### config.mk
export PLATFORM = sky130hd
export DESIGN_NAME = mem_wb_stage
export DESIGN_NICKNAME = d
export VERILOG_FILES = /design/src/hdl/rv_pkg.sv /design/src/hdl/csr_file.sv /design/src/hdl/load_align.sv /design/src/hdl/mem_wb_stage.sv /design/src/hdl/store_align.sv /design/src/hdl/wb_select.sv
export VERILOG_INCLUDE_DIRS = /design/src /design/src/hdl
export SDC_FILE = /design/constraint.sdc
export NUM_CORES = 1
export LEC_CHECK = 0
export BUFFER_PORTS_ARGS = -buffer_cell sky130_fd_sc_hd__buf_2
export CORE_MARGIN = 3
export CORE_UTILIZATION = 30
export DETAILED_ROUTE_END_ITERATION = 10
export PLACE_DENSITY = 0.66
export SYNTH_ARGS = -nofsm -noshare
export SYNTH_HDL_FRONTEND = slang
export SYNTH_SLANG_ARGS = --single-unit
### constraint.sdc
create_clock -name clk -period 2.5 [get_ports clk]
set_clock_uncertainty 0.2 [all_clocks]
set_input_delay 0 -clock clk [delete_from_list [all_inputs] [get_ports clk]]
set_output_delay 0 -clock clk [all_outputs]
set_load 0.01 [all_outputs]
### src/hdl/rv_params.svh
// rv params hold the widths, data memory depth and csr address of the mem/wb stage

`ifndef RV_PARAMS_SVH
`define RV_PARAMS_SVH

// data and address width
`define XLEN 32

// data memory depth in words
`define DMEM_WORDS 1024

// the tohost csr is the only one kept here
`define CSR_TOHOST_ADDR 12'h51e

`endif

### src/hdl/rv_pkg.sv
// rv package with opcode and funct3 encodings plus stage structs for the mem/wb stage

`include "rv_params.svh"

package rv_pkg;

	// base opcodes in inst[6:0]
	typedef enum logic [6:0] {
		LOAD   = 7'b0000011,
		STORE  = 7'b0100011,
		OP     = 7'b0110011,
		OP_IMM = 7'b0010011,
		LUI    = 7'b0110111,
		AUIPC  = 7'b0010111,
		JAL    = 7'b1101111,
		JALR   = 7'b1100111,
		BRANCH = 7'b1100011,
		SYSTEM = 7'b1110011
	} opcode_e;

	// load width and sign in inst[14:12]
	typedef enum logic [2:0] {
		LB  = 3'b000,
		LH  = 3'b001,
		LW  = 3'b010,
		LBU = 3'b100,
		LHU = 3'b101
	} load_f3_e;

	// store width in inst[14:12]
	typedef enum logic [2:0] {
		SB = 3'b000,
		SH = 3'b001,
		SW = 3'b010
	} store_f3_e;

	typedef enum logic [1:0] {
		WB_ALU  = 2'd0,
		WB_MEM  = 2'd1,
		WB_PC4  = 2'd2,
		WB_NONE = 2'd3
	} wb_sel_e;

	// what execute hands over each cycle
	typedef struct packed {
		logic [`XLEN-1:0] inst;
		logic [`XLEN-1:0] pc;
		logic [`XLEN-1:0] alu_out;
		logic [`XLEN-1:0] store_data;
		logic [`XLEN-1:0] rs1_val;
	} ex_mem_t;

	typedef struct packed {
		logic [`XLEN-1:0] addr;
		logic [`XLEN-1:0] wdata;
		logic [3:0]       we;
		logic             re;
	} dmem_req_t;

	typedef struct packed {
		logic [`XLEN-1:0] data;
		logic [4:0]       rd;
		logic             en;
	} wb_t;

endpackage

### src/hdl/csr_file.sv
// csr file holds the tohost register that csrrw and csrrwi write

`include "rv_params.svh"

module csr_file import rv_pkg::*; (
	input  logic             clk,
	input  logic             arst_n,
	input  logic             advance,
	input  logic [`XLEN-1:0] inst,
	input  logic [`XLEN-1:0] rs1_val,
	output logic [`XLEN-1:0] csr
);

	localparam logic [2:0] F3_CSRRW  = 3'b001;
	localparam logic [2:0] F3_CSRRWI = 3'b101;

	logic             is_rw;
	logic             is_rwi;
	logic             addr_hit;
	logic             wr_en;
	logic [`XLEN-1:0] wr_val;

	assign is_rw    = (opcode_e'(inst[6:0]) == SYSTEM) && (inst[14:12] == F3_CSRRW);
	assign is_rwi   = (opcode_e'(inst[6:0]) == SYSTEM) && (inst[14:12] == F3_CSRRWI);
	assign addr_hit = (inst[31:20] == `CSR_TOHOST_ADDR);
	assign wr_en    = advance && addr_hit && (is_rw || is_rwi);

	// immediate form takes the rs1 field as a 5-bit uimm
	assign wr_val = is_rwi ? {{(`XLEN-5){1'b0}}, inst[19:15]} : rs1_val;

	always_ff @(posedge clk or negedge arst_n) begin
		if (!arst_n) begin
			csr <= '0;
		end else if (wr_en) begin
			csr <= wr_val;
		end
	end

endmodule

### src/hdl/load_align.sv
// load align picks the loaded byte, half or word and extends it per funct3

`include "rv_params.svh"

module load_align import rv_pkg::*; (
	input  logic [`XLEN-1:0] inst,
	input  logic [1:0]       addr_lo,
	input  logic [`XLEN-1:0] raw,
	output logic [`XLEN-1:0] data
);

	load_f3_e         f3;
	logic [`XLEN-1:0] shifted;

	assign f3 = load_f3_e'(inst[14:12]);

	// bring the addressed lane down to bit 0
	assign shifted = raw >> {addr_lo, 3'b000};

	always_comb begin
		case (f3)
			LB: begin
				data = {{(`XLEN-8){shifted[7]}}, shifted[7:0]};
			end
			LH: begin
				data = {{(`XLEN-16){shifted[15]}}, shifted[15:0]};
			end
			LBU: begin
				data = {{(`XLEN-8){1'b0}}, shifted[7:0]};
			end
			LHU: begin
				data = {{(`XLEN-16){1'b0}}, shifted[15:0]};
			end
			LW: begin
				data = shifted;
			end
			default: begin
				// reserved encodings read the whole word
				data = shifted;
			end
		endcase
	end

endmodule

### src/hdl/mem_wb_stage.sv
// mem/wb stage holding the stage-3 register, memory request, aligners, csr and writeback

`include "rv_params.svh"

module mem_wb_stage import rv_pkg::*; (
	input  logic             clk,
	input  logic             arst_n,
	input  logic             stall,
	input  ex_mem_t          ex_in,
	output dmem_req_t        dmem_req,
	input  logic [`XLEN-1:0] dmem_rdata,
	output wb_t              wb,
	output logic [`XLEN-1:0] csr_out
);

	// stage-3 state
	logic             s3_valid;
	logic [`XLEN-1:0] s3_inst;
	logic [`XLEN-1:0] s3_pc;
	logic [`XLEN-1:0] s3_alu;

	logic [3:0]       st_we;
	logic [`XLEN-1:0] st_wdata;
	logic [`XLEN-1:0] ld_data;
	logic             is_load;

	always_ff @(posedge clk or negedge arst_n) begin
		if (!arst_n) begin
			s3_valid <= 1'b0;
		end else if (!stall) begin
			s3_valid <= 1'b1;
		end
	end

	always_ff @(posedge clk) begin
		if (!stall) begin
			s3_inst <= ex_in.inst;
			s3_pc   <= ex_in.pc;
			s3_alu  <= ex_in.alu_out;
		end
	end

	// memory is addressed from the incoming instruction
	store_align u_store_align (
		.inst       (ex_in.inst),
		.addr_lo    (ex_in.alu_out[1:0]),
		.store_data (ex_in.store_data),
		.we         (st_we),
		.wdata      (st_wdata)
	);

	assign is_load = (opcode_e'(ex_in.inst[6:0]) == LOAD);

	assign dmem_req.addr  = ex_in.alu_out;
	assign dmem_req.wdata = st_wdata;
	assign dmem_req.we    = stall ? 4'b0000 : st_we;
	assign dmem_req.re    = is_load && !stall;

	// csr write also happens as the instruction enters stage 3
	csr_file u_csr_file (
		.clk     (clk),
		.arst_n  (arst_n),
		.advance (!stall),
		.inst    (ex_in.inst),
		.rs1_val (ex_in.rs1_val),
		.csr     (csr_out)
	);

	load_align u_load_align (
		.inst    (s3_inst),
		.addr_lo (s3_alu[1:0]),
		.raw     (dmem_rdata),
		.data    (ld_data)
	);

	wb_select u_wb_select (
		.valid    (s3_valid),
		.inst     (s3_inst),
		.pc       (s3_pc),
		.alu_out  (s3_alu),
		.mem_data (ld_data),
		.data     (wb.data),
		.en       (wb.en)
	);

	assign wb.rd = s3_inst[11:7];

endmodule

### src/hdl/store_align.sv
// store align turns a store into byte enables and lane-replicated write data

`include "rv_params.svh"

module store_align import rv_pkg::*; (
	input  logic [`XLEN-1:0] inst,
	input  logic [1:0]       addr_lo,
	input  logic [`XLEN-1:0] store_data,
	output logic [3:0]       we,
	output logic [`XLEN-1:0] wdata
);

	opcode_e   opcode;
	store_f3_e f3;

	assign opcode = opcode_e'(inst[6:0]);
	assign f3     = store_f3_e'(inst[14:12]);

	always_comb begin
		we    = 4'b0000;
		wdata = store_data;
		if (opcode == STORE) begin
			case (f3)
				SB: begin
					// byte goes to every lane and the enable picks one
					we    = 4'b0001 << addr_lo;
					wdata = {4{store_data[7:0]}};
				end
				SH: begin
					we    = 4'b0011 << addr_lo;
					wdata = {2{store_data[15:0]}};
				end
				SW: begin
					we    = 4'b1111;
					wdata = store_data;
				end
				default: begin
					// reserved funct3 writes nothing
					we    = 4'b0000;
					wdata = store_data;
				end
			endcase
		end
	end

endmodule

### src/hdl/wb_select.sv
// wb select picks the writeback source from the opcode and muxes the data

`include "rv_params.svh"

module wb_select import rv_pkg::*; (
	input  logic             valid,
	input  logic [`XLEN-1:0] inst,
	input  logic [`XLEN-1:0] pc,
	input  logic [`XLEN-1:0] alu_out,
	input  logic [`XLEN-1:0] mem_data,
	output logic [`XLEN-1:0] data,
	output logic             en
);

	localparam logic [`XLEN-1:0] PC_STEP = 4;

	wb_sel_e          sel;
	logic [`XLEN-1:0] pc4;

	assign pc4 = pc + PC_STEP;

	always_comb begin
		case (opcode_e'(inst[6:0]))
			LOAD:                   sel = WB_MEM;
			JAL, JALR:              sel = WB_PC4;
			OP, OP_IMM, LUI, AUIPC: sel = WB_ALU;
			default:                sel = WB_NONE;
		endcase
	end

	always_comb begin
		case (sel)
			WB_MEM:  data = mem_data;
			WB_PC4:  data = pc4;
			default: data = alu_out;
		endcase
	end

	// x0 never gets written
	assign en = valid && (sel != WB_NONE) && (inst[11:7] != 5'd0);

endmodule

Yosys cells after proc, flatten, opt, wreduce, memory -nomap -nowiden
Cells that the tools add are included.
{ "totals": {"register_bits": 112, "word_cells": 52} }
{ "op_classes": {"addsub": 1, "n_eq_ne": 20, "shifts": 3, "mux": 9, "reduce_logical": 14} }
{ "ops": {"columns": ["op", "n"], "rows": [
  ["32-bit case mux with 2 select lines", 2],
  ["32-bit case mux with 4 select lines", 1],
  ["32-bit 2-to-1 mux", 2],
  ["32-bit by 3-bit adder with 32-bit output, second input constant", 1],
  ["32-bit by 5-bit >> shifter with 32-bit output", 1],
  ["7-bit by 6-bit == test with 1-bit output, second input constant", 3],
  ["7-bit == test, second input constant", 3],
  ["7-bit by 2-bit == test with 1-bit output, second input constant", 2],
  ["7-bit by 5-bit == test with 1-bit output, second input constant", 2],
  ["12-bit by 11-bit == test with 1-bit output, second input constant", 1],
  ["4-bit case mux with 3 select lines", 1],
  ["3-bit == test, second input constant", 3],
  ["4-bit 2-to-1 mux", 2],
  ["1-bit logical AND", 7],
  ["3-bit by 1-bit == test with 1-bit output, second input constant", 2],
  ["3-bit zero test", 2],
  ["2-bit case mux with 3 select lines", 1],
  ["5-bit nonzero test", 1],
  ["4-bit OR reduction", 1],
  ["1-bit by 2-bit << shifter with 4-bit output, first input constant", 1],
  ["2-bit by 2-bit << shifter with 4-bit output, first input constant", 1],
  ["3-bit by 2-bit == test with 1-bit output, second input constant", 1],
  ["2-bit by 1-bit == test with 1-bit output, second input constant", 1],
  ["2-bit == test, second input constant", 1],
  ["4 further kinds", 4]
]} }

Logic depth before layout (Yosys ltp)
Gate-level depths: netlist of run 1.
{ "depth": {"ltp_word": 6, "mapped_depth": 8, "depth_no_buf": 6} }

Hierarchy
A second synthesis of run 1 with hierarchy kept.
{ "unflattened": {"hier_cells": 627, "hier_area_um2": 7268.2} }
{ "modules_own_cells": {"columns": ["module", "instances", "cells_each", "area_each_um2", "seq_area_each_um2"], "rows": [
  ["mem_wb_stage", 1, 143, 3241.9, 2907.8],
  ["csr_file", 1, 138, 1500.2, 800.8],
  ["wb_select", 1, 178, 1139.8, 0.0],
  ["load_align", 1, 107, 694.4, 0.0],
  ["store_align", 1, 61, 691.9, 0.0]
]} }

Worst setup path after synthesis of run 1
Ideal clock, no wire load.
{ "synth_path": {"kind": "in2reg", "from": "input port stall", "to": "register s3_alu[0], enable pin", "setup_time_ns": 0.432, "arrival_time_ns": 1.531, "path_slack_ns": 0.337, "cell_stages": 1, "n_path_buf": 0, "path_cell_list": "inv_1"} }
{ "synth_lines": {"columns": ["element", "line", "rtl"], "rows": [
  ["start, declared", "mem_wb_stage.sv:8", "input logic stall,"],
  ["end signal, assigned", "mem_wb_stage.sv:39", "s3_alu <= ex_in.alu_out;"],
  ["end, declared", "mem_wb_stage.sv:20", "logic [`XLEN-1:0] s3_alu;"]
]} }
No word-level cell between the ends.

==> flow_metrics.tcl, run 1 <==
set metrics [dict create \
    cts_tree "done" \
    cts_sinks 112 \
    grt_max_degree 80 \
    synth_seq_cells 112 \
    cts_buffers 9 \
    reg2reg_depth 2 \
    synthesis.area_um2 6325 \
    grt_pass1_vias 6152 \
    clk_path_buf_depth 2 \
    syn_inst 606 \
    wl_mm 24.35 \
    drive_gt1_frac 0.4131 \
    rsz0062_at_grt "yes" \
    drt_iter0_markers 575 \
    clk_latency_ns 0.35 \
    finalSetupViolations 0 \
    worst_pin_slew_ns 0.7297 \
    die_h_um 151.2 \
    grt_usage 0.1986 \
    dpl.hpwl_mm 17.44 \
    ys_types 51 \
    status "finished clean" \
    endpoint_kind "primary output" \
    p_sw_w 0.001273 \
    layout_commonest_cell "buf_2" \
    viasPerCell 4.974 \
    async_reset_ff_frac 0.2946 \
    fin_ws_ns 0.02106 \
    yosysTopAreaCell "edfxtp_1" \
    start_util 0.3086 \
    maxSlewViolCount 0 \
    num_vias 6441 \
    worstReg2RegEnd "u_csr_file.csr[4]$_DFFE_PN0P_" \
    fmax_mhz 403.4 \
    leakage_nw 4.552 \
    overflow 0 \
    power_frac_comb 0.211 \
    required_ns 2.30 \
    core_area_um2 20490 \
    clk_pin_slew_ns 0.08 \
    hold_viol_final 0 \
    fin_util 0.4781 \
    routabilityCongestion 0.9076 \
    ios 334 \
    reg2reg_from "u_csr_file.csr[4]$_DFFE_PN0P_" \
    ant_nets 0 \
    rows 52 \
    fillCellCount 1902 \
    portBuffers 333 \
    internal_power_w 0.003438 \
    place_ws_ns 0.2666 \
    timing.hold.worst.start "ex_in[36]" \
    drv_cap 0 \
    die_x_um 151.2 \
    path_class "flip-flop to primary output" \
    switching_share 0.2702 \
    yosysSeqAreaShare 0.5056 \
    hp-class "input port to primary output" \
    grt_pass1_wl_mm 35.09 \
    cts-root-buf "clkbuf_16" \
    sequentialPowerShare 0.464 \
    first_pass_iters 5 \
    reg2reg_slack_ns 1.64 \
    area_growth_syn_to_layout_pct 54.92 \
    synth_edf_count 79 \
    synth_top_flop_cell "edfxtp_1" \
    wl_per_cell_um 18.80 \
    dieArea_um2 22860 \
    min_path_cells 2 \
    fin_crit_sh 0.9916 \
    postSynthAreaPerCell_um2 10.44 \
    syn_nets 802 \
    maxSlewHeadroom 0.5136 \
    arrival_ns 2.28 \
    yosysWarningCount 0 \
    layout_common_cells "buf_2 (332), dlygate4sd3_1 (118), nand2_1 (99)" \
    synth_top_area_share 0.3751 \
    antenna_found_initial 3 \
    drc 0 \
    nets 1215 \
    startpoint_type "flip-flop" \
    cp_max_fo 7 \
    pwr-share-clk 0.325 \
    fin_total_pwr_w 0.004710 \
    yosys-top-cells-area "edfxtp_1 (38%), dfrtp_1 (13%), nand2_1 (5.9%)" \
    vdd_ir_drop_max_uv 302.9 \
    htree_levels 3 \
    power_density_nw_per_um2 480.8 \
    min_to "dmem_req[9]" \
    period_needed_ns 2.479 \
]
[how the worst max path moves through the flow]
stage	start	endpoint	slack, ns	cells after the start
global route	s3_alu[0]$_DFFE_PN_	wb[30]	-0.08	7
CTS	s3_alu[0]$_DFFE_PN_	wb[15]	-0.009	9
floorplan	stall	s3_alu[0]$_DFFE_PN_	0.34	1
global placement	s3_alu[0]$_DFFE_PN_	wb[14]	0.32	8
detailed placement	s3_alu[0]$_DFFE_PN_	wb[15]	0.27	9
finish	s3_alu[0]$_DFFE_PN_	wb[30]	0.02	8
[critical path: stages, from the launching register on]
cell and delay (ns):
edfxtp_1 0.49, buf_4 0.18, mux2i_1 0.13, or4b_4 0.51, nand3_4 0.10, buf_8 0.15, a32oi_2 0.12, o21ai_1 0.09
buf_2 0.15
[logic make-up after synthesis]
logic type	after synthesis	share of synthesized area
AND/OR/NAND/NOR	214	0.1644
AO/OA/AOI/OAI	115	0.1187
flip-flops	112	0.5056
buffers and inverters	86	0.08091
multiplexers	50	0.08962
XOR/XNOR	28	0.03877
adder cells (fa/ha/maj)	1	0.001978
[cells in the mapped netlist, types with 4 or more instances]
cell type,n
a21oi_1,9
a22oi_1,10
a2bb2oi_1,7
a32oi_1,14
and4_1,6
buf_2,4
buf_4,47
clkbuf_1,30
dfrtp_1,33
edfxtp_1,79
inv_1,4
mux2_2,11
mux2_4,8
mux2i_1,30
nand2_1,100
nand3_1,41
nand4_1,10
nor2_1,15
nor2b_1,5
nor3_1,8
nor4_1,4
o21ai_0,53
or3_1,6
xnor2_1,17
xor2_1,11
[cell type report]
type	instances	area (um^2)	area share
diodes	1	2.502	0.0002554
clock inverters	4	37.54	0.003831
inverters	4	16.27	0.001660
repair buffers	484	3186	0.3251
clock buffers	12	279.0	0.02848
well taps	270	337.8	0.03448
multi-input cells	408	2741	0.2798
flip-flops and latches	112	3198	0.3264
[state kept, by name, indices dropped and copies added (netlist names)]
| register | cells |
|---|---|
| s3_valid | 1 |
| s3_inst | 15 |
| s3_alu | 32 |
| u_csr_file.csr | 32 |
| s3_pc | 32 |
[layer usage]
layer,track usage,routed length (um),vias to the layer above
met1,0.2704,9905,3049
met5,0,40,-
met4,0.05032,585,6
met2,0.3276,11950,312
met3,0.03531,1868,60
li1,-,-,3014
[power groups by stage]
stage / clock [W] / sequential, W / combinational (W)
floorplan: 0 / 0.00220 / 0.000409
global placement: 0 / 0.00222 / 0.000768
detailed placement: 0 / 0.00222 / 0.000769
CTS: 0.00158 / 0.00218 / 0.000934
global route: 0.00166 / 0.00220 / 0.00107
finish: 0.00153 / 0.00219 / 0.000992
[repair_timing]
action | CTS | global route
buffers inserted | 2 | 9
setup endpoints to repair | 18 | 41
gates cloned | 1 | 2
hold endpoints to repair | 147 | 0
pin swaps | 2 | 7
hold buffers | 118 | 0
gates resized for setup | 9 | 34
[stage by stage]
stage / TNS [ns] / area, um^2 / hold WS (ns) / std cells
floorplan: 0 / 6325 / -0.4956 / 606
global placement: 0 / 8010 / -0.09998 / 1146
detailed placement: 0 / 8010 / -0.09841 / 1146
CTS: -0.008537 / 9568 / 0.03873 / 1283
global route: -1.010 / 9796 / 0.05684 / 1294
finish: 0 / 9798 / 0.04149 / 1295
Power figures use the tool's default switching activity.
==> inputs of run 2 (changes only) <==
Settings changed: CORE_ASPECT_RATIO set to 0.8.
==> run 2 against run 1 <==
  * Combinational power is 0.7% lower
  * Critical path depth stayed put
  * Sequential cell count stayed put
  * Final cell count is 0.77% lower
  * Routed wire length is 0.30% lower
  * Sequential share of layout area is 0.088 points higher
  * Register-to-register slack hardly changed
  * Critical path type unchanged
  * Critical endpoint is now wb[7]
  * Largest power group unchanged
  * Highest routed layer unchanged
==> flow_metrics.tcl, run 2 (synthesis results as in run 1) <==
set metrics [dict create \
    antenna_found_initial 1 \
    cts_tree "done" \
    finalSetupTns_ns 0 \
    required_ns 2.30 \
    routabilityCongestion 0.8708 \
    wl_mm 24.27 \
    clk_pin_slew_ns 0.09 \
    leakage_nw 4.517 \
    cp_max_fo 16 \
    viasPerCell 5.046 \
    period_needed_ns 2.435 \
    fillCellCount 1853 \
    hold_viol_final 0 \
    die_x_um 168.3 \
    first_pass_iters 5 \
    fin_util 0.4823 \
    grt_pass1_vias 6172 \
    clk_latency_ns 0.36 \
    path_class "flip-flop to primary output" \
    finalSetupViolations 0 \
    cts_sinks 112 \
    clk_path_buf_depth 2 \
    layout_commonest_cell "buf_2" \
    htree_levels 3 \
    layout_common_cells "buf_2 (333), dlygate4sd3_1 (118), nand2_1 (99)" \
    fmax_mhz 410.7 \
    grt_pass1_wl_mm 35.09 \
    cts-root-buf "clkbuf_16" \
    core_area_um2 20260 \
    drc 0 \
    switching_share 0.2898 \
    drv_cap 0 \
    overflow 0 \
    start_util 0.3122 \
    place_ws_ns 0.2580 \
    placed_area_um2 7983 \
    dpl.hpwl_mm 17.33 \
    placed_cells 1139 \
    rsz0062_at_grt "yes" \
    rows 46 \
    hp-class "input port to async pin" \
    area_growth_syn_to_layout_pct 54.50 \
    grt_usage 0.1982 \
    die_h_um 135.9 \
    sequentialPowerShare 0.465 \
    grt_max_degree 50 \
    nets 1211 \
    power_density_nw_per_um2 481.3 \
    cts_buffers 9 \
    ant_nets 0 \
    internal_power_w 0.003340 \
    portBuffers 333 \
    num_vias 6484 \
    pwr-share-clk 0.325 \
    drive_gt1_frac 0.4147 \
    fin_ws_ns 0.06505 \
    maxSlewViolCount 0 \
    p_sw_w 0.001363 \
    drt_iter0_markers 551 \
    wl_per_cell_um 18.89 \
    worst_pin_slew_ns 0.7466 \
    vdd_ir_drop_max_uv 421.1 \
    ios 334 \
    fin_area_um2 9772 \
    top_regs "s3_alu x32, s3_pc x32, u_csr_file.csr x32" \
    endpoint_kind "primary output" \
    startpoint_type "flip-flop" \
    fin_cells 1285 \
    fin_crit_sh 0.9740 \
    status "finished clean" \
    power_frac_comb 0.209 \
    maxSlewHeadroom 0.5023 \
    arrival_ns 2.23 \
    dieArea_um2 22870 \
]
## run 2: cell types whose count changed in the layout (fill, tap and decap cells not counted), moves of 2 or more
| cell | previous run | this run |
|---|---|---|
| inv_6 | 3 | 1 |
| nor2_2 | 2 | 0 |
| clkbuf_16 | 13 | 10 |
| buf_4 | 25 | 21 |
| a2bb2oi_2 | 0 | 3 |
| a2bb2oi_1 | 7 | 4 |
| clkinv_8 | 0 | 3 |
## run 2: critical path: stages, from the launching register on
cell	delay [ns]
edfxtp_1	0.41
nand4bb_4	0.23
nor4_4	0.29
buf_6	0.16
buf_12	0.16
a21oi_1	0.09
a311oi_1	0.23
a21o_1	0.15
buf_2	0.14
## run 2: layout make-up
| class | instances | area [um^2] | share of cell area |
|---|---|---|---|
| diodes | 1 | 2.502 | 0.0002561 |
| clock buffers | 9 | 225.2 | 0.02305 |
| clock inverters | 7 | 91.34 | 0.009347 |
| inverters | 4 | 16.27 | 0.001665 |
| multi-input cells | 408 | 2774 | 0.2839 |
| flip-flops and latches | 112 | 3198 | 0.3273 |
| well taps | 264 | 330.3 | 0.03380 |
| repair buffers | 480 | 3134 | 0.3207 |
## run 2: per-stage QoR
step,hold WS (ns),total power [W]
5_1_grt,0.04390,0.004908
3_3_place_gp,-0.08989,0.002982
6_report,0.03221,0.004703
3_5_place_dp,-0.09165,0.002988
4_1_cts,0.03251,0.004693
2_1_floorplan,-0.4956,0.002609
## run 2: power groups by stage
stage	logic [W]	registers [W]	clock network [W]
after floorplan	0.000409	0.00220	0
after global placement	0.000763	0.00222	0
after detailed placement	0.000766	0.00222	0
after CTS	0.000937	0.00218	0.00157
after global routing	0.00106	0.00220	0.00165
final	0.000985	0.00219	0.00153
## run 2: path summary, 6_finish.rpt
check / from / end / slack, ns / cells past startpoint
setup / recovery: s3_inst[6]$_DFFE_PN_ / wb[7] / 0.07 / 8
max in group asynchronous: arst_n / u_csr_file.csr[3]$_DFFE_PN0P_ / 1.58 / 2
min in group clk: ex_in[33] / dmem_req[6] / 0.03 / 2
setup reg to reg: u_csr_file.csr[3]$_DFFE_PN0P_ / u_csr_file.csr[3]$_DFFE_PN0P_ / 1.63 / 2
hold reg to reg: u_csr_file.csr[5]$_DFFE_PN0P_ / u_csr_file.csr[5]$_DFFE_PN0P_ / 0.27 / 2
hold / removal: arst_n / u_csr_file.csr[27]$_DFFE_PN0P_ / 0.03 / 2
## run 2: layer usage
layer | track usage | wire length, um
met5 | 0 | 13
met3 | 0.04186 | 2106
met2 | 0.3150 | 11330
met4 | 0.06134 | 536
met1 | 0.2732 | 10280
## run 2: what timing repair did
item	in CTS	in global routing
hold buffers	118	0
setup buffers	4	6
pin swaps	1	7
gates cloned	1	1
hold endpoints to repair	145	0
resized for setup	9	37
setup endpoints to repair	21	28
